File: config.mk
export PLATFORM = sky130hd
export DESIGN_NAME = dcache_ctrl
export DESIGN_NICKNAME = d
export VERILOG_FILES = /design/src/design/cache_pkg.sv /design/src/design/mem_bus_pkg.sv /design/src/design/dcache_ctrl.sv
export SDC_FILE = /design/constraint.sdc
export NUM_CORES = 1
export LEC_CHECK = 0
export BUFFER_PORTS_ARGS = -buffer_cell sky130_fd_sc_hd__buf_2
export CAP_MARGIN = 20
export CELL_PAD_IN_SITES_DETAIL_PLACEMENT = 1
export CELL_PAD_IN_SITES_GLOBAL_PLACEMENT = 1
export CORE_AREA = 2 2 247 249
export CTS_BUF_LIST = sky130_fd_sc_hd__clkbuf_4 sky130_fd_sc_hd__clkbuf_8
export CTS_CLUSTER_DIAMETER = 60
export DETAILED_ROUTE_END_ITERATION = 10
export DIE_AREA = 0 0 249 251
export PLACE_DENSITY = 0.5
export SLEW_MARGIN = 30
export SYNTH_ARGS = -nofsm -noshare
export SYNTH_HDL_FRONTEND = slang
export SYNTH_SLANG_ARGS = --single-unit
File: constraint.sdc
create_clock -name clock -period 7.7 [get_ports clock]
set_input_delay 1.54 -clock clock [delete_from_list [all_inputs] [get_ports clock]]
set_output_delay 1.54 -clock clock [all_outputs]
set_load 0.005 [all_outputs]
File: src/design/cache_pkg.sv
package cache_pkg;

	localparam int line_count = 128;
	localparam int index_bits = 7;
	localparam int tag_bits = 22;
	localparam int offset_bits = 3; // Byte offset inside a word.

	typedef enum logic
	{
		op_load = 1'b0,
		op_store = 1'b1
	} cpu_op_t;

endpackage

File: src/design/mem_bus_pkg.sv
package mem_bus_pkg;

	localparam int addr_bits = 32; // Byte address.
	localparam int data_bits = 64;

	typedef enum logic
	{
		cmd_load = 1'b0,
		cmd_store = 1'b1
	} mem_cmd_t;

endpackage

File: src/design/dcache_ctrl.sv
module dcache_ctrl
(
	input  logic                                 clock,
	input  logic                                 reset,
	input  logic                                 req_valid,
	input  cache_pkg::cpu_op_t                   req_op,
	input  logic [mem_bus_pkg::addr_bits-1:0]    req_addr,
	input  logic [mem_bus_pkg::data_bits-1:0]    req_wdata,
	output logic                                 req_ready,
	output logic                                 resp_valid,
	output logic [mem_bus_pkg::data_bits-1:0]    resp_rdata,
	input  logic                                 halt,
	output logic [cache_pkg::index_bits-1:0]     lookup_idx,
	output logic [cache_pkg::tag_bits-1:0]       lookup_tag,
	input  logic                                 hit,
	input  logic [mem_bus_pkg::data_bits-1:0]    line_data,
	input  logic                                 victim_dirty,
	input  logic [cache_pkg::tag_bits-1:0]       victim_tag,
	output logic                                 store_en,
	output logic [cache_pkg::index_bits-1:0]     store_idx,
	output logic [cache_pkg::tag_bits-1:0]       store_tag,
	output logic [mem_bus_pkg::data_bits-1:0]    store_data,
	output logic                                 fill_en,
	output logic [cache_pkg::index_bits-1:0]     fill_idx,
	output logic [cache_pkg::tag_bits-1:0]       fill_tag,
	output logic [mem_bus_pkg::data_bits-1:0]    fill_data,
	output logic                                 ctrl_valid,
	output mem_bus_pkg::mem_cmd_t                ctrl_cmd,
	output logic [mem_bus_pkg::addr_bits-1:0]    ctrl_addr,
	output logic [mem_bus_pkg::data_bits-1:0]    ctrl_wdata,
	input  logic                                 ctrl_ready,
	input  logic                                 ctrl_rvalid,
	input  logic [mem_bus_pkg::data_bits-1:0]    ctrl_rdata
);

	typedef enum logic [2:0]
	{
		st_idle,
		st_lookup,
		st_evict,
		st_fill_req,
		st_fill_wait,
		st_respond
	} state_t;

	state_t                            state;
	state_t                            state_next;
	cache_pkg::cpu_op_t                req_op_r;
	logic [cache_pkg::tag_bits-1:0]    req_tag_r;
	logic [cache_pkg::index_bits-1:0]  req_idx_r;
	logic [mem_bus_pkg::data_bits-1:0] req_wdata_r;
	logic                              accept;
	logic                              fill_done;
	logic                              is_store;

	assign req_ready = (state == st_idle) && !halt;
	assign accept    = req_valid && req_ready;
	assign fill_done = (state == st_fill_wait) && ctrl_rvalid;
	assign is_store  = (req_op_r == cache_pkg::op_store);

	always_comb
	begin
		state_next = state;
		case (state)
			st_idle:
				if (accept)
					state_next = st_lookup;
			st_lookup:
				if (hit)
					state_next = st_respond;
				else if (victim_dirty)
					state_next = st_evict;
				else
					state_next = st_fill_req;
			st_evict:
				if (ctrl_ready)
					state_next = st_fill_req;
			st_fill_req:
				if (ctrl_ready)
					state_next = st_fill_wait;
			st_fill_wait:
				if (ctrl_rvalid)
					state_next = st_respond;
			st_respond:
				state_next = st_idle;
			default:
				state_next = st_idle;
		endcase
	end

	always_ff @(posedge clock)
	begin
		if (reset)
			state <= st_idle;
		else
			state <= state_next;
	end

	always_ff @(posedge clock)
	begin
		if (accept)
		begin
			req_op_r <= req_op;
			req_tag_r <= req_addr[mem_bus_pkg::addr_bits-1 -: cache_pkg::tag_bits];
			req_idx_r <= req_addr[cache_pkg::offset_bits +: cache_pkg::index_bits];
			req_wdata_r <= req_wdata;
		end
		if ((state == st_lookup) && hit)
			resp_rdata <= line_data;
		else if (fill_done)
			resp_rdata <= ctrl_rdata;
	end

	assign resp_valid = (state == st_respond);

	assign lookup_idx = req_idx_r;
	assign lookup_tag = req_tag_r;

	// A store miss writes over the fill in the same cycle.
	assign store_en   = is_store && (((state == st_lookup) && hit) || fill_done);
	assign store_idx  = req_idx_r;
	assign store_tag  = req_tag_r;
	assign store_data = req_wdata_r;

	assign fill_en   = fill_done;
	assign fill_idx  = req_idx_r;
	assign fill_tag  = req_tag_r;
	assign fill_data = ctrl_rdata;

	assign ctrl_valid = (state == st_evict) || (state == st_fill_req);
	assign ctrl_cmd   = (state == st_evict) ? mem_bus_pkg::cmd_store : mem_bus_pkg::cmd_load;
	assign ctrl_addr  = (state == st_evict)
		? {victim_tag, req_idx_r, {cache_pkg::offset_bits{1'b0}}}
		: {req_tag_r, req_idx_r, {cache_pkg::offset_bits{1'b0}}};
	assign ctrl_wdata = line_data; // Victim word.

	// Halt only comes with no request in flight.
	a_halt_only_idle: assert property (@(posedge clock) disable iff (reset)
		halt |-> (state == st_idle));

endmodule

# Word level (Yosys, flattened, before mapping)
# Cells that the tools add are included.
[classes]
n_eq_ne = 9
mux = 11
reduce_logical = 11
[ops]
columns = ["operator", "count"]
rows = [
  ["$mux 64", 2],
  ["$mux 32", 1],
  ["$mux 3", 5],
  ["$pmux 3 s5", 1],
  ["$ne 2x2->1 const B", 4],
  ["$eq 3x2->1 const B", 2],
  ["$eq 3x3->1 const B", 2],
  ["$logic_and 1x1->1", 5],
  ["$reduce_and 4->1", 1],
  ["$eq 3x1->1 const B", 1],
  ["$logic_not 3->1", 1],
  ["$logic_or 1x1->1", 2],
  ["$mux 1", 2],
  ["$reduce_bool 2->1", 1],
  ["$logic_not 1->1", 1],
]
[totals]
ff_bits = 161
inputBits = 255
out_inout_bits = 381

# Logic depth before layout (Yosys ltp)
[logic_depth]
ltp_word = 5
ltp_mapped = 5
mapped_depth_nobuf = 4

# Worst setup path after synthesis
# Ideal clock, no wire load.
[synth_timing]
path_type = "in2out"
start = "input ctrl_rvalid"
end = "output store_en"
t_arrival_ns = 5.168
slack_ns = 0.992
cell_stages = 3
cell_sequence = "nand3b_1 -> a21oi_1 -> and2_1"
[synth_via]
elab_chain_cells = 3
[synth_rtl]
columns = ["element", "line_no", "source"]
rows = [
  ["from (decl)", "dcache_ctrl.sv:32", "input logic ctrl_rvalid,"],
  ["$logic_and 1x1->1", "dcache_ctrl.sv:58", "assign fill_done = (state == st_fill_wait) && ctrl_rvalid;"],
  ["$logic_or 1x1->1", "dcache_ctrl.sv:120", "assign store_en = is_store && (((state == st_lookup) && hit) || fill_done);"],
  ["$logic_and 1x1->1", "dcache_ctrl.sv:120", ""],
  ["to (decl)", "dcache_ctrl.sv:19", "output logic store_en,"],
]
# No other way between the ends.

# Final worst setup path
# Same ends and word-level chain as after synthesis.

==> metrics.sh <==
TOTALWIRELENGTH_MM=31.0
TIMING_MAX_TRANSITION_VIOLATIONS_FINAL=0
SYNTHDISTINCTLIBCELLS=27
MIN_PERIOD_NS=3.88
CRIT-REG2REG-CAPTURE='resp_rdata[63]$_DFFE_PP_'
WORST-ENDPOINT-REQUIRED_NS=6.16
WORSTSETUPSTARTPOINTTYPE='input port'
POST-PLACE-CELLS=1696
P_CLK_FRAC=0.308
CLOCK-ROOT-BUFFER='sky130_fd_sc_hd__clkbuf_8'
DRT_PRE_ANTENNA_ITERS=4
GRT_PASS1_WL_MM=42.2
POWER_DISSIPATED_BY_SWITCHING_NET_LOADS_uW=713
ROUTABILITYCONGESTION=0.796
DRT_FIRST_ITER_VIOLATIONS=157
GR-USAGE-MET3=0.0467
VIA_PER_INST=3.18
HOLD_PATH_ORIGIN='state[0]$_SDFFE_PP0P_'
NUMBER_OF_GLOBAL_ROUTE_VIAS_BEFORE_REPAIR=5879
GRT.MET2_USAGE=0.180
WORST_SKEW_PAIR.LATE_LATENCY_NS=0.53
PWR_DENSITY_CELL_nW_PER_UM2=213
GRT-OVFL-TOTAL=0
TOTALPOWERFINAL_uW=2320
FILL_CELLS=6942
FINALNONFILLERCELLS=1730
HOLD_CRITICAL_PATH_ENDPOINT='state[0]$_SDFFE_PP0P_'
TIMING.MAX_CAP.VIOLATIONS=0
TIMING.FINAL.SETUP_VIOLATIONS=0
SYNTHDOMINANTCELLAREASHARE=0.609
WORST_CLOCK_SKEW_NS=0.0122
SYNTH-EDFF-COUNT=158
SEQ_AREA_FRAC_SYNTH=0.617
CLOCK_SINKS=161
DRC=0
TIMING.HOLD.WORST.CLASS='flip-flop to flip-flop'
SEQ_POWER_SHARE=0.483
ANTENNA_VIOLATING_NETS_LEFT=0
R2R.WORST_PATH.CELLS=3
CELLINTERNALPOWER_uW=1600
CRITPATHKIND='input port to output pin'
AREAGROWTHSYNTHTOFINISH_PCT=39.7
SYNTH_TOP_CELLS_BY_AREA='sky130_fd_sc_hd__edfxtp_1 61%, sky130_fd_sc_hd__buf_4 19%, sky130_fd_sc_hd__mux2_4 12%'
PEAKVDDDROP_mV=0.107
CTS_POST_SETUP_BUFFERS_INSERTED=0
HPWL_MM=25.6
PATH_MAX_FANOUT=3
NETSWITCHINGFRACTION=0.308
GRT_USAGE=0.0972
TOTAL_NUMBER_OF_VIAS=5508
ELEMENT_TYPE_AT_THE_CRITICAL_PATH_END='output pin'
SLEW_HEADROOM=0.446
CLOCK_TRANSITION_TIME_AT_THE_FLIP_FLOP_CLOCK_PINS_OF_THE_WORST_SETUP_AND_HOLD_PATHS_NS=0.11
YS.WARNINGS.COUNT=0
DIE_WIDTH_UM=249
DIE_AREA_UM2=62500
CTS_TREE='yes'
MOST_COMMON_CELL_IN_THE_SYNTHESIZED_NETLIST='sky130_fd_sc_hd__buf_4'
INITIAL_CORE_UTIL=0.130
YS_DOMINANT_REG_CELL='sky130_fd_sc_hd__edfxtp_1'
SYNTHESIS.AREA_UM2=7790
COMBINATIONALPOWERSHARE=0.209
SETUP.REG_TO_REG.WORST_SLACK_NS=4.89
GR-MAX-USAGE-LAYER='met2'
TOTAL_CTS_BUFFERS=17
PIN_COUNT_OF_THE_BIGGEST_NET_ENTERING_GLOBAL_ROUTING=70
SYNTH_CELLS=487
CLOCK_TREE.BUFFER_DEPTH=2
HOLDBUFCOUNTCTS=0
CLOCK.FMAX_MHz=258
POWER.STATIC_LEAKAGE_uW=0.00483
PLACEMENTROWS=90
POST_SYNTH_MOST_FREQUENT_CELLS='199 x sky130_fd_sc_hd__buf_4, 158 x sky130_fd_sc_hd__edfxtp_1, 60 x sky130_fd_sc_hd__mux2_4'
HTREEDEPTH=4
ANTENNA_FOUND_INITIAL=7
WHS_PATH_DEPTH=2
POST_ROUTE_CELLS_DRIVE_ABOVE_1_SHARE=0.800
DIE_H_UM=251
POST_CTS_RESIZE_COUNT=0
SYNTH.LARGEST_AREA_CELL='sky130_fd_sc_hd__edfxtp_1'
FINAL_MIN_PERIOD_OVER_CLOCK_PERIOD=0.504
STATUS='completed'
FINAL.SETUP.TNS_NS=0
WORSTMARGINPINSLEW_NS=0.831
CRITICAL_PATH_DATA_ARRIVAL_TIME_NS=2.34
GRT_SETUP_UNREPAIRED='false'
R2R_START='state[0]$_SDFFE_PP0P_'
TIMING_HOLD_VIOLATIONS_FINAL=0
ROUTED_WIRE_LENGTH_PER_INSTANCE_UM=17.9
TOP_LEVEL_I_O_COUNT=636
NNETSFINAL=1189
POSTSYNTH.ASYNCRESETSHARE=0
POST_SYNTH.CELL_AREA_AVG_UM2=16.0
PORT_BUFFERS=629
YS_FF_LATCH=161
GR-USAGE-MET1=0.0894
COREAREA_UM2=59800
==> metrics by stage <==
stage	area, um2	utilization	setup slack [ns]	hold slack [ns]
CTS	10900	0.181	3.68	0.713
finish	10900	0.182	3.82	0.702
floorplan	7800	-	0.992	0.624
global route	10900	0.182	3.61	0.794
global placement	10400	0.174	3.75	0.684
detailed placement	10400	0.174	3.75	0.696
==> worst max-delay path: stages <==
cell and delay [ns]:
sky130_fd_sc_hd__buf_2 0.10, sky130_fd_sc_hd__nand3b_1 0.13, sky130_fd_sc_hd__a21oi_4 0.29, sky130_fd_sc_hd__and2_1 0.16, sky130_fd_sc_hd__buf_2 0.12
==> power groups by stage <==
stage	Combinational (uW)	Sequential, uW	Clock [uW]
5_1_grt	529	1130	784
2_1_floorplan	277	1140	0
4_1_cts	501	1120	763
3_3_place_gp	498	1140	0
6_report	485	1120	713
3_5_place_dp	501	1140	0
==> worst max path at each step <==
stage,from,end,slack (ns),depth (start not counted)
2_1_floorplan,ctrl_rvalid,store_en,0.99,3
3_3_place_gp,ctrl_rvalid,store_en,3.75,5
3_5_place_dp,ctrl_rvalid,store_en,3.75,5
4_1_cts,state[1]$_SDFFE_PP0P_,ctrl_addr[31],3.68,4
5_1_grt,state[1]$_SDFFE_PP0P_,ctrl_addr[31],3.61,4
6_report,ctrl_rvalid,store_en,3.82,5
==> metal layers <==
metal,share of wire,vias up
li1,-,2438
met5,0.0011,-
met3,0.11,45
met2,0.53,412
met4,0.030,6
met1,0.33,2607
==> layout by cell type, fill, tap and decap left out, types with 2 or more instances in the layout <==
master,instances
sky130_fd_sc_hd__inv_8,5
sky130_fd_sc_hd__mux2_4,60
sky130_fd_sc_hd__a21oi_1,3
sky130_fd_sc_hd__conb_1,3
sky130_fd_sc_hd__nand2_1,2
sky130_fd_sc_hd__nor3_1,2
sky130_fd_sc_hd__nor2_1,4
sky130_fd_sc_hd__edfxtp_1,158
sky130_fd_sc_hd__nand2b_1,2
sky130_fd_sc_hd__buf_4,3
sky130_fd_sc_hd__clkbuf_8,17
sky130_fd_sc_hd__buf_2,629
sky130_fd_sc_hd__clkinv_4,2
sky130_fd_sc_hd__clkinv_8,5
sky130_fd_sc_hd__mux2_2,27
sky130_fd_sc_hd__dfxtp_1,3
sky130_fd_sc_hd__nor2b_1,2
==> layout make-up <==
class	instances	area [um2]	area share
Clock inverter	15	210	0.0193
Sequential cell	161	4800	0.442
Inverter	1	3.75	0.000345
Timing Repair Buffer	634	3220	0.296
Tap cell	782	978	0.0899
Antenna cell	1	2.50	0.000230
Multi-Input combinational cell	119	1430	0.131
Clock buffer	17	234	0.0215
==> registers in the layout, summed over array words and instances, names as in the netlist <==
name	cells
store_data	64
fill_idx	7
fill_tag	22
resp_rdata	64
is_store	1
state	3
==> logic make-up (layout without fill, tap and decap cells) <==
| group | after synthesis | after routing | synth area share |
|---|---|---|---|
| flip-flops | 161 | 161 | 0.617 |
| AND/OR/NAND/NOR | 22 | 22 | 0.0180 |
| AO/OA/AOI/OAI | 7 | 7 | 0.00642 |
| buffers and inverters | 209 | 667 | 0.204 |
| multiplexers | 87 | 87 | 0.155 |
| other | 1 | 4 | 0.000481 |
Note: power is estimated with default switching activity, not from simulation.
