<file path="src/design/mem_bus_pkg.sv">
package mem_bus_pkg;

	localparam int addr_bits = 32; // Byte address.
	localparam int data_bits = 64;

	typedef enum logic
	{
		cmd_load = 1'b0,
		cmd_store = 1'b1
	} mem_cmd_t;

endpackage

</file>
<file path="src/design/mem_arbiter.sv">
module mem_arbiter
(
	input  logic                                 clock,
	input  logic                                 reset,
	input  logic                                 ctrl_valid,
	input  mem_bus_pkg::mem_cmd_t                ctrl_cmd,
	input  logic [mem_bus_pkg::addr_bits-1:0]    ctrl_addr,
	input  logic [mem_bus_pkg::data_bits-1:0]    ctrl_wdata,
	output logic                                 ctrl_ready,
	output logic                                 ctrl_rvalid,
	output logic [mem_bus_pkg::data_bits-1:0]    ctrl_rdata,
	input  logic                                 flush_valid,
	input  logic [mem_bus_pkg::addr_bits-1:0]    flush_addr,
	input  logic [mem_bus_pkg::data_bits-1:0]    flush_wdata,
	output logic                                 flush_ready,
	output logic                                 mem_valid,
	output mem_bus_pkg::mem_cmd_t                mem_cmd,
	output logic [mem_bus_pkg::addr_bits-1:0]    mem_addr,
	output logic [mem_bus_pkg::data_bits-1:0]    mem_wdata,
	input  logic                                 mem_ready,
	input  logic                                 mem_rvalid,
	input  logic [mem_bus_pkg::data_bits-1:0]    mem_rdata
);

	logic load_pending;
	logic grant_ctrl;
	logic grant_flush;

	assign grant_ctrl  = !load_pending && ctrl_valid; // Controller first.
	assign grant_flush = !load_pending && !ctrl_valid && flush_valid;

	assign mem_valid = grant_ctrl || grant_flush;
	assign mem_cmd   = grant_ctrl ? ctrl_cmd : mem_bus_pkg::cmd_store;
	assign mem_addr  = grant_ctrl ? ctrl_addr : flush_addr;
	assign mem_wdata = grant_ctrl ? ctrl_wdata : flush_wdata;

	assign ctrl_ready  = grant_ctrl && mem_ready;
	assign flush_ready = grant_flush && mem_ready;

	assign ctrl_rvalid = mem_rvalid;
	assign ctrl_rdata  = mem_rdata;

	always_ff @(posedge clock)
	begin
		if (reset)
			load_pending <= 1'b0;
		else if (ctrl_ready && (ctrl_cmd == mem_bus_pkg::cmd_load))
			load_pending <= 1'b1;
		else if (mem_rvalid)
			load_pending <= 1'b0;
	end

	a_rvalid_needs_load: assert property (@(posedge clock) disable iff (reset)
		mem_rvalid |-> load_pending);

endmodule

</file>
<file path="config.mk">
export PLATFORM = sky130hd
export DESIGN_NAME = mem_arbiter
export DESIGN_NICKNAME = d
export VERILOG_FILES = /design/src/design/mem_bus_pkg.sv /design/src/design/mem_arbiter.sv
export SDC_FILE = /design/constraint.sdc
export NUM_CORES = 1
export LEC_CHECK = 0
export BUFFER_PORTS_ARGS = -buffer_cell sky130_fd_sc_hd__buf_2
export CAP_MARGIN = 20
export CORE_AREA = 2 2 167 169
export DETAILED_ROUTE_END_ITERATION = 8
export DIE_AREA = 0 0 169 171
export SYNTH_ARGS = -nofsm -noshare
export SYNTH_HDL_FRONTEND = slang
export SYNTH_SLANG_ARGS = --single-unit
</file>
<file path="constraint.sdc">
create_clock -name clock -period 2.3 [get_ports clock]
set_clock_uncertainty 0.2 [all_clocks]
set_input_delay 0 -clock clock [delete_from_list [all_inputs] [get_ports clock]]
set_output_delay 0 -clock clock [all_outputs]
set_load 0.01 [all_outputs]
</file>
# Word-level counts from Yosys, hierarchy flattened
# Index checks and enable logic that the tools add are counted.
# W data, S select, Z words.
# op_classes
bitwise_logic	1
n_mux	5
n_reduce_logical	10
# ops
op	n
$mux W64	1
$mux W32	1
$logic_and A1 B1 Y1	6
$mux W1	3
$logic_not A1 Y1	2
$reduce_bool A2 Y1	1
$logic_or A1 B1 Y1	1
$not A1 Y1	1
# totals
in_bits	263
elab_cells	17
out_inout_bits	165
register_bits	1

# Depth between registers and ports, before layout
# Gate-level depths: netlist of run 1.
# logic_depth
ltp_word	5
depth_mapped	5
mapped_depth_nobuf	2

# Least setup slack after synthesis of run 1
# No wires, ideal clock.
# synth_timing
path_kind	flip-flop to output port
startpoint	register load_pending
endpoint	output port mem_wdata[54] (netlist bit)
required_ps	2100
path_stages_with_launch	6
n_path_buf	3
slack_ps	907
t_arrival_ps	1193
path_cell_list	dfxtp_1 nand2b_4 buf_6 buf_8 buf_6 mux2_4
# synth_via
elab_chain_cells	3
# synth_rtl
item	line	source
start: declaration	mem_arbiter.sv:25	logic load_pending;
start signal: assignment	mem_arbiter.sv:46	load_pending <= 1'b0;
start signal: assignment	mem_arbiter.sv:48	load_pending <= 1'b1;
start signal: assignment	mem_arbiter.sv:50	load_pending <= 1'b0;
$logic_not A1 Y1	mem_arbiter.sv:29	assign grant_ctrl = !load_pending && ctrl_valid;
$logic_and A1 B1 Y1	mem_arbiter.sv:29	
$mux W64	mem_arbiter.sv:35	assign mem_wdata = grant_ctrl ? ctrl_wdata : flush_wdata;
end: declaration	mem_arbiter.sv:19	output logic [mem_bus_pkg::data_bits-1:0] mem_wdata,
# No other way between the ends.

# Worst setup path after layout of run 1
# layout_timing
startpoint	register load_pending
endpoint	output port mem_addr[29] (netlist bit)
# layout_via
elab_chain_cells	3
# layout_rtl
item	line	source
$logic_not A1 Y1	mem_arbiter.sv:29	
$logic_and A1 B1 Y1	mem_arbiter.sv:29	
$mux W32	mem_arbiter.sv:34	assign mem_addr = grant_ctrl ? ctrl_addr : flush_addr;
end: declaration	mem_arbiter.sv:18	output logic [mem_bus_pkg::addr_bits-1:0] mem_addr,
# No other way between the ends.

==> results.md, run 1 <==
* DRT antenna net count at 0
* Min cycle time layout at 1.788 ns
* Detailed Route WL at ~9800 µm
* Total die area at 28900 µm²
* Syn_nets at approximately 450
* Design Area, Final at around 3800 µm²
* DRC Markers at 0
* Final worst path period share at just under 80%
* Max reg flops at 1
* Final nets at approximately 740
* Setup TNS at 0 ns
* CP arrival at approximately 1.6 ns
* Startpoint type of the worst setup path: register
* Initial Utilization at 6.690%
* Leak Pwr at approximately 2 nW
* RSZ-0062 raised after global routing: false
* Core footprint at roughly 27000 µm²
* Mapped Cells at 184
* RD Place Congestion at roughly 0.75
* Ranking of synthesized cells by area: mux2_2, buf_4, mux2_4
* Share of the synthesized area in the top cell type at just under 50%
* WL/cell at ~12 µm
* P&R area growth vs syn at 110.3%
* Relative slew slack at 71.42%
* Fill cell count at slightly above 3000
* Crit. End Element: primary output
* Outcome: finished, final reports clean
* PD cells at ~210 nW/µm²
* # IOs at approximately 430
* Pins Over Slew Limit at 0
* Worst VDD drop at around 0.055 mV
* Grt ovf at 0
* Initial antenna violation count at 2
* Post-synthesis sequential area ratio at between 1 and 1.5%
* Worst-path clk slew at 0 ns
* Final Setup Violations at 0
* Row Count at 61
* Max cap viols at 0
* Slew of the pin with the lowest slew margin at about 0.43 ns
* Layout cells sized above 1 at 84.18%
* First-pass GRT wire length at 12090 µm
* Largest area contributor in the netlist: mux2_2
* HP Class: in -> out
* Synthesized area per cell at approximately 9.9 µm²
* Largest Register: load_pending
* Met3 Track Usage GR at 0.5320%
* Vias in the first global route at about 2300
* TritonRoute pass-1 iters at 4
* Die height at roughly 170 µm
* Vias/cell at about 3
* Netlist cell types at 15
* DP Area at 3192 µm²
* Setup CP Type: reg -> out
* Warning count from the yosys run at 0
* Pin count of the biggest net entering global routing at 69
* FF+latch count, synth at 1
* Synthesized area at roughly 1800 µm²
* Total GRT Usage at around 5.4%
* F_max at 0.5594 GHz
* Post-CTS Setup Bufs at 0
* Clk Latency, worst-skew pair at 0 ns
* GR Util met1 at 5.794%
* CP Max Fanout at 68
* Via count at between 2000 and 2500
* GR peak layer: met2
* GR Util met2 at a little under an eighth
* Critical Path RT at 2.10 ns
* Initial drt markers at 19
* Chip Width at between 150 and 200 µm
* Post-DP HPWL at 7975 µm
* Endpoints failing hold at 0
* Power Total at roughly 800 µW
* Buffers on Ports at 299
* Top Registers: load_pending x1
[critical path, stage by stage, from the launching register on]
cell and delay (ns):
dfxtp_1 0.36, nand2b_4 0.27, buf_12 0.29, mux2_2 0.40
buf_2 0.14
[area by class of cell]
cell class / count / area, µm² / area share (%)
antenna: 1 / 2.502 / 0.06508
multi-input combinational: 106 / 1211 / 31.50
inverter: 1 / 3.754 / 0.09762
tap: 346 / 432.9 / 11.26
timing repair buffer: 366 / 2175 / 56.56
sequential: 1 / 20.02 / 0.5207
[path summary, 6_finish.rpt]
kind | to | startpoint | slack (ns) | cells after the start
max | mem_addr[29] | load_pending | 0.51 | 4
min | ctrl_rvalid | mem_rvalid | 0.07 | 2
max reg2reg | load_pending | load_pending | 1.08 | 2
min reg2reg | load_pending | load_pending | 0.30 | 2
[through the flow]
stage / hold WS [ns] / util, % / std cells / worst slack (ns)
2_1_floorplan: -0.1493 / - / 184 / 0.9073
3_3_place_gp: -0.1999 / 11.68 / 755 / 0.5522
3_5_place_dp: -0.1999 / 11.68 / 755 / 0.5212
4_1_cts: 0.08063 / 14.06 / 820 / 0.5231
5_1_grt: 0.08291 / 14.07 / 821 / 0.4322
6_report: 0.06809 / 14.07 / 821 / 0.5123
[cell usage after synthesis]
cell	count
buf_8	2
nor2_1	3
dfxtp_1	1
or2_2	1
nor3_1	1
or4bb_1	1
buf_6	2
nand2b_4	1
mux2_2	78
inv_1	1
buf_4	72
nand2b_1	1
mux2_4	18
nand2_1	1
a21oi_1	1
[where the power goes]
| group | leakage (nW) | internal (mW) | switching, mW |
|---|---|---|---|
| logic | 1.95 | 0.448 | 0.327 |
| clock network | 0.00000634 | 0.0000000581 | 0 |
| registers | 0.00815 | 0.0184 | 0.000718 |
| total | 1.96 | 0.467 | 0.328 |
[cell families after synthesis]
group | after synthesis | synth area share [%]
flip-flops | 1 | 1.095
AND/OR/NAND/NOR | 9 | 3.148
multiplexers | 96 | 62.83
buffers and inverters | 77 | 32.65
AO/OA/AOI/OAI | 1 | 0.2735
[per-layer routing]
| metal | vias up | share of wire (%) |
|---|---|---|
| li1 | 1158 | - |
| met4 | 0 | 1.2 |
| met1 | 1067 | 35 |
| met5 | - | 0 |
| met2 | 238 | 54 |
| met3 | 8 | 9.9 |
[what timing repair did]
| action | CTS | global route |
|---|---|---|
| gates resized for setup | 0 | 0 |
| hold buffers | 65 | 0 |
| endpoints found under the setup margin | 0 | 0 |
| endpoints found under the hold margin | 65 | 0 |
[placed cells by master, fill, tap and decap left out, drive strengths merged]
master and instances:
a21oi 1, buf 301, dfxtp 1, diode 1, dlygate4sd3 65, inv 1
mux2 96, nand2 1, nand2b 2, nor2 3, nor3 1, or2 1
or4bb 1
Note: power is estimated with default switching activity, not from simulation.
==> inputs of run 2 (changes only) <==
--- a/config.mk
+++ b/config.mk
@@ -7,9 +7,9 @@
 export LEC_CHECK = 0
 export BUFFER_PORTS_ARGS = -buffer_cell sky130_fd_sc_hd__buf_2
 export CAP_MARGIN = 20
-export CORE_AREA = 2 2 167 169
+export CORE_AREA = 2 2 165 167
 export DETAILED_ROUTE_END_ITERATION = 8
-export DIE_AREA = 0 0 169 171
+export DIE_AREA = 0 0 167 169
 export SYNTH_ARGS = -nofsm -noshare
 export SYNTH_HDL_FRONTEND = slang
 export SYNTH_SLANG_ARGS = --single-unit
==> constraint.sdc (replaced) <==
create_clock -name clock -period 1.82 [get_ports clock]
set_clock_uncertainty 0.2 [all_clocks]
set_input_delay 0 -clock clock [delete_from_list [all_inputs] [get_ports clock]]
set_output_delay 0 -clock clock [all_outputs]
set_load 0.01 [all_outputs]
==> run 2 against run 1 <==
Via count rose by 1.8%; core utilization rose by 0.54 points; sequential cell count did not move; design area rose by 0.68%; total power rose by 27%; register-to-register slack got worse by 0.49 ns; routed wire length rose by 0.75%; first-iteration DRC count rose by 79%; die area fell by 2.3%; sequential power rose by 27%.
==> results.md, run 2 (synthesis results as in run 1) <==
* Most frequent cells in the layout: buf_2, mux2_2, dlygate4sd3_1, mux2_4, nor2_1
* FF-to-FF End: load_pending
* CTS Hold Bufs at 65
* Max cap viols at 0
* Row Count at 60
* DP Area at 3213 µm²
* Final nets at roughly 740
* R2R cell count at 2
* DRT antenna net count at 0
* Crit. End Element: primary output
* CP arrival at roughly 1.4 ns
* Hold endpoint: ctrl_rvalid
* Final Setup Violations at 0
* Crit-path cells: nand2b_4 -> buf_12 -> mux2_2 -> buf_2
* Total GRT Usage at under 10%
* RD Place Congestion at around 0.76
* Post-DP HPWL at ~8200 µm
* Total die area at 28220 µm²
* Critical Path RT at approximately 1.6 ns
* Endpoints failing hold at 0
* Worst-path clk slew at 0 ns
* Leak Pwr at between 1.5 and 2 nW
* PD cells at roughly 260 nW/µm²
* Vias/cell at between 3 and 4
* Buffers on Ports at approximately 300
* Worst VDD drop at between 0.07 and 0.08 mV
* RSZ-0062 raised after global routing: false
* F_max at roughly 0.62 GHz
* Min cycle time layout at ~1.6 ns
* Clk Latency, worst-skew pair at 0 ns
* Largest stage delay on the critical path at approximately 0.38 ns
* Final Worst Setup Slack at 0.2195 ns
* Family with the most delay on the worst path: buffers and inverters
* Die height at about 170 µm
* First-pass GRT wire length at roughly 13000 µm
* R2r setup slk at ~0.59 ns
* CP max stage cell: mux2_2
* Post-CTS Setup Bufs at 0
* P&R area growth vs syn at 111.8%
* Top Registers: load_pending x1
* CP Max Fanout at about 50
* Initial drt markers at 34
* Relative slew slack at roughly four fifths
* Chip Width at 167 µm
* Cts repair resizes at 0
* Via count at around 2500
* Pin count of the biggest net entering global routing at 50
* # IOs at approximately 430
* Vias in the first global route at 2437
* Outcome: finished, final reports clean
* Sequential cell area at between 20 and 25 µm²
* Hold Startpoint: mem_rvalid
* TritonRoute pass-1 iters at 2
* Max reg flops at 1
* Final worst path period share at between 80 and 90%
* Layout cells sized above 1 at roughly 84%
* Largest Register: load_pending
* WL/cell at around 12 µm
* Startpoint type of the worst setup path: register
* Area of the multi-input gates at approximately 1200 µm²
* Fill cell count at roughly 3000
* Design Area, Final at roughly 3900 µm²
* Setup TNS at 0 ns
* Power Total at roughly 1.0 mW
* Hold-critical path depth at 2
* Reg-to-Reg Start: load_pending
* Commonest non-fill, non-tap cell in the layout: buf_2
* Core footprint at roughly 27000 µm²
* HP Class: in -> out
* Detailed Route WL at about 10000 µm
* Pins Over Slew Limit at 0
* Initial antenna violation count at 5
* Setup CP Type: reg -> out
* DRC Markers at 0
* Place WS at between 0.2 and 0.25 ns
* Slew of the pin with the lowest slew margin at 0.3105 ns
* Grt ovf at 0
* Initial Utilization at a little under 7%
* Crit path buf inv count at 2
-- run 2: cell count changes in the layout (fill, tap and decap cells not counted) --
cell,before,now
buf_12,1,2
diode_2,1,3
buf_4,1,2
-- run 2: where the power goes --
group	leakage [nW]	total [mW]	internal, mW	switching [mW]
clock	0.0000190	0.000000221	0.000000221	0
combinational	1.96	0.986	0.574	0.412
sequential	0.00815	0.0242	0.0232	0.000964
-- run 2: cell type report --
class	instances	area share, %
Antenna cell	3	0.1939
Inverter	1	0.09696
Sequential cell	1	0.5171
Timing Repair Buffer	368	56.88
Tap cell	341	11.02
Multi-Input combinational cell	106	31.29
-- run 2: worst max-delay path by stage --
stage	start	endpoint	slack, ns	depth (start not counted)
2_1_floorplan	load_pending	mem_wdata[54]	0.43	5
3_3_place_gp	load_pending	mem_wdata[40]	0.29	4
3_5_place_dp	load_pending	mem_wdata[41]	0.23	4
4_1_cts	load_pending	mem_wdata[41]	0.22	4
5_1_grt	load_pending	mem_wdata[2]	0.15	4
6_report	load_pending	mem_wdata[2]	0.22	4
-- run 2: worst reg2reg max path, stage by stage, from the launching register on --
cell and delay (ns):
dfxtp_1 0.32, or4bb_1 0.51, a21oi_1 0.13
-- run 2: layer usage --
layer / vias to the layer above / GRT usage [%] / share of wire [%] / wire (µm)
li1: 1168 / - / - / -
met4: 4 / 1.649 / 2.7 / 270
met2: 240 / 11.72 / 52 / 5190
met3: 12 / 1.122 / 11 / 1056
met1: 1092 / 6.057 / 34 / 3348
met5: - / 0 / 0.31 / 31
-- run 2: per-stage QoR --
step | instances | util [%] | hold WS, ns
finish | 820 | 14.61 | 0.006122
CTS | 817 | 14.58 | 0.003181
global route | 820 | 14.61 | 0.005173
floorplan | 184 | - | -0.1493
detailed placement | 752 | 12.12 | -0.1999
global placement | 752 | 12.12 | -0.1999
==> inputs of run 3 (changes only) <==
--- a/config.mk
+++ b/config.mk
@@ -7,9 +7,9 @@
 export LEC_CHECK = 0
 export BUFFER_PORTS_ARGS = -buffer_cell sky130_fd_sc_hd__buf_2
 export CAP_MARGIN = 20
-export CORE_AREA = 2 2 165 167
+export CORE_AREA = 5 5 163 165
 export DETAILED_ROUTE_END_ITERATION = 8
-export DIE_AREA = 0 0 167 169
+export DIE_AREA = 0 0 168 170
 export SYNTH_ARGS = -nofsm -noshare
 export SYNTH_HDL_FRONTEND = slang
 export SYNTH_SLANG_ARGS = --single-unit
==> run 3 against run 2 <==
Core utilization increased by 0.87 points; global-route usage rose by 0.49 points; register-to-register slack improved by 0.02 ns; largest cell class unchanged.
==> results.md, run 3 (synthesis results as in run 1) <==
* Combinational Power Share at 97.6%
* F_max at a little over 0.6 GHz
* CP Max Fanout at between 40 and 50
* Clock power frac at 0%
* Area of the multi-input gates at 1211 µm²
* Layout cells sized above 1 at a little over four fifths
* DP Area at ~3200 µm²
* Place WS at about 0.16 ns
* Final Worst Setup Slack at around 0.18 ns
* Clk Latency, worst-skew pair at 0 ns
* Max reg flops at 1
* Startpoint type of the worst setup path: register
* Endpoints failing hold at 0
* Fill cell count at about 2800
* Core footprint at between 20000 and 25000 µm²
* Chip Width at roughly 170 µm
* Buffers on Ports at between 200 and 300
* Worst-path clk slew at 0 ns
* Design Area, Final at around 3900 µm²
* Initial Utilization at 7.344%
* Crit. End Element: primary output
* # IOs at ~430
* Post-DP HPWL at between 8000 and 9000 µm
* Reg power frac at ~2.4%
* P&R area growth vs syn at 110.7%
* Vias/cell at 3.033
* Relative slew slack at 81.17%
* WL/cell at approximately 14 µm
* Final nets at 741
* Setup CP Type: reg -> out
* Slew of the pin with the lowest slew margin at about 0.28 ns
* Detailed Route WL at roughly 11000 µm
* Commonest non-fill, non-tap cell in the layout: buf_2
* TritonRoute pass-1 iters at 5
* Initial antenna violation count at 2
* CP arrival at ~1.4 ns
* HP Class: in -> out
* Critical Path RT at roughly 1.6 ns
* Routed wl met3 at 1499 µm
* Max cap viols at 0
* RSZ-0062 raised after global routing: false
* First-pass GRT wire length at about 15000 µm
* Met2 WL at 6213 µm
* Internal Power at about 600 µW
* Sequential cell area at approximately 20 µm²
* Final Setup Violations at 0
* Final worst path period share at between 90% and 100%
* Switching part of the total at ~41%
* DRT antenna net count at 0
* PD cells at ~260 nW/µm²
* Outcome: finished, final reports clean
* Vias in the first global route at between 2000 and 3000
* Total die area at about 29000 µm²
* Worst VDD drop at around 0.09 mV
* Top Registers: load_pending x1
* Net Switching at around 420 µW
* Pin count of the biggest net entering global routing at a little under 50
* Row Count at 58
* Routed metal-1 wirelength at 3344 µm
* Initial drt markers at 34
* Total GRT Usage at 6.319%
* RD Place Congestion at 0.7443
* Pins Over Slew Limit at 0
* Die height at 170 µm
* Leak Pwr at 1.971 nW
* Most frequent cells in the layout: buf_2, mux2_2, dlygate4sd3_1, mux2_4, nor2_1
* Min cycle time layout at about 1.6 ns
* Setup TNS at 0 ns
* Via count at around 2400
* Top sig layer: met4
* DRC Markers at 0
* Grt ovf at 0
* Largest Register: load_pending
-- run 3: worst paths after layout --
check / start / endpoint / slack (ns) / depth (start not counted)
min reg2reg: load_pending / load_pending / 0.32 / 2
min: mem_rvalid / ctrl_rvalid / 0.002 / 2
max: load_pending / mem_addr[21] / 0.18 / 4
max reg2reg: load_pending / load_pending / 0.61 / 2
-- run 3: metal layers --
metal | track usage, % | vias to the layer above
met2 | 13.54 | 228
met3 | 2.207 | 2
met4 | 0.07057 | 0
met1 | 6.021 | 1056
li1 | - | 1162
met5 | 0 | -
-- run 3: worst max-delay path, cell delays in order, from the launching register on --
cell	delay (ns)
dfxtp_1	0.37
nand2b_4	0.20
buf_12	0.24
mux2_2	0.42
buf_2	0.15
-- run 3: cell type report --
cell class,instances,share of cell area [%]
timing repair buffer,368,57.16
inverter,1,0.09743
multi-input combinational,106,31.44
sequential,1,0.5196
tap,330,10.72
antenna,1,0.06496
-- run 3: metrics by stage --
step / cells / power [mW] / hold slack [ns] / util, %
floorplan: 184 / 0.5920 / -0.1493 / -
global placement: 741 / 0.8492 / -0.1999 / 12.85
detailed placement: 741 / 0.8585 / -0.1999 / 12.85
CTS: 806 / 1.028 / 0.003461 / 15.47
global route: 806 / 1.090 / 0.01577 / 15.47
finish: 807 / 1.020 / 0.002179 / 15.48
-- run 3: what timing repair did --
action,4_1_cts,5_1_grt
resized for setup,0,0
hold buffers,65,0
hold endpoints to repair,65,0
setup buffers,0,0
-- run 3: power by group through the flow --
stage	logic (mW)	registers (mW)	clock network (mW)
6_report	0.995	0.0242	0.0000000737
5_1_grt	1.07	0.0244	0
4_1_cts	1.00	0.0243	0
3_5_place_dp	0.834	0.0242	0
3_3_place_gp	0.825	0.0241	0
2_1_floorplan	0.568	0.0240	0
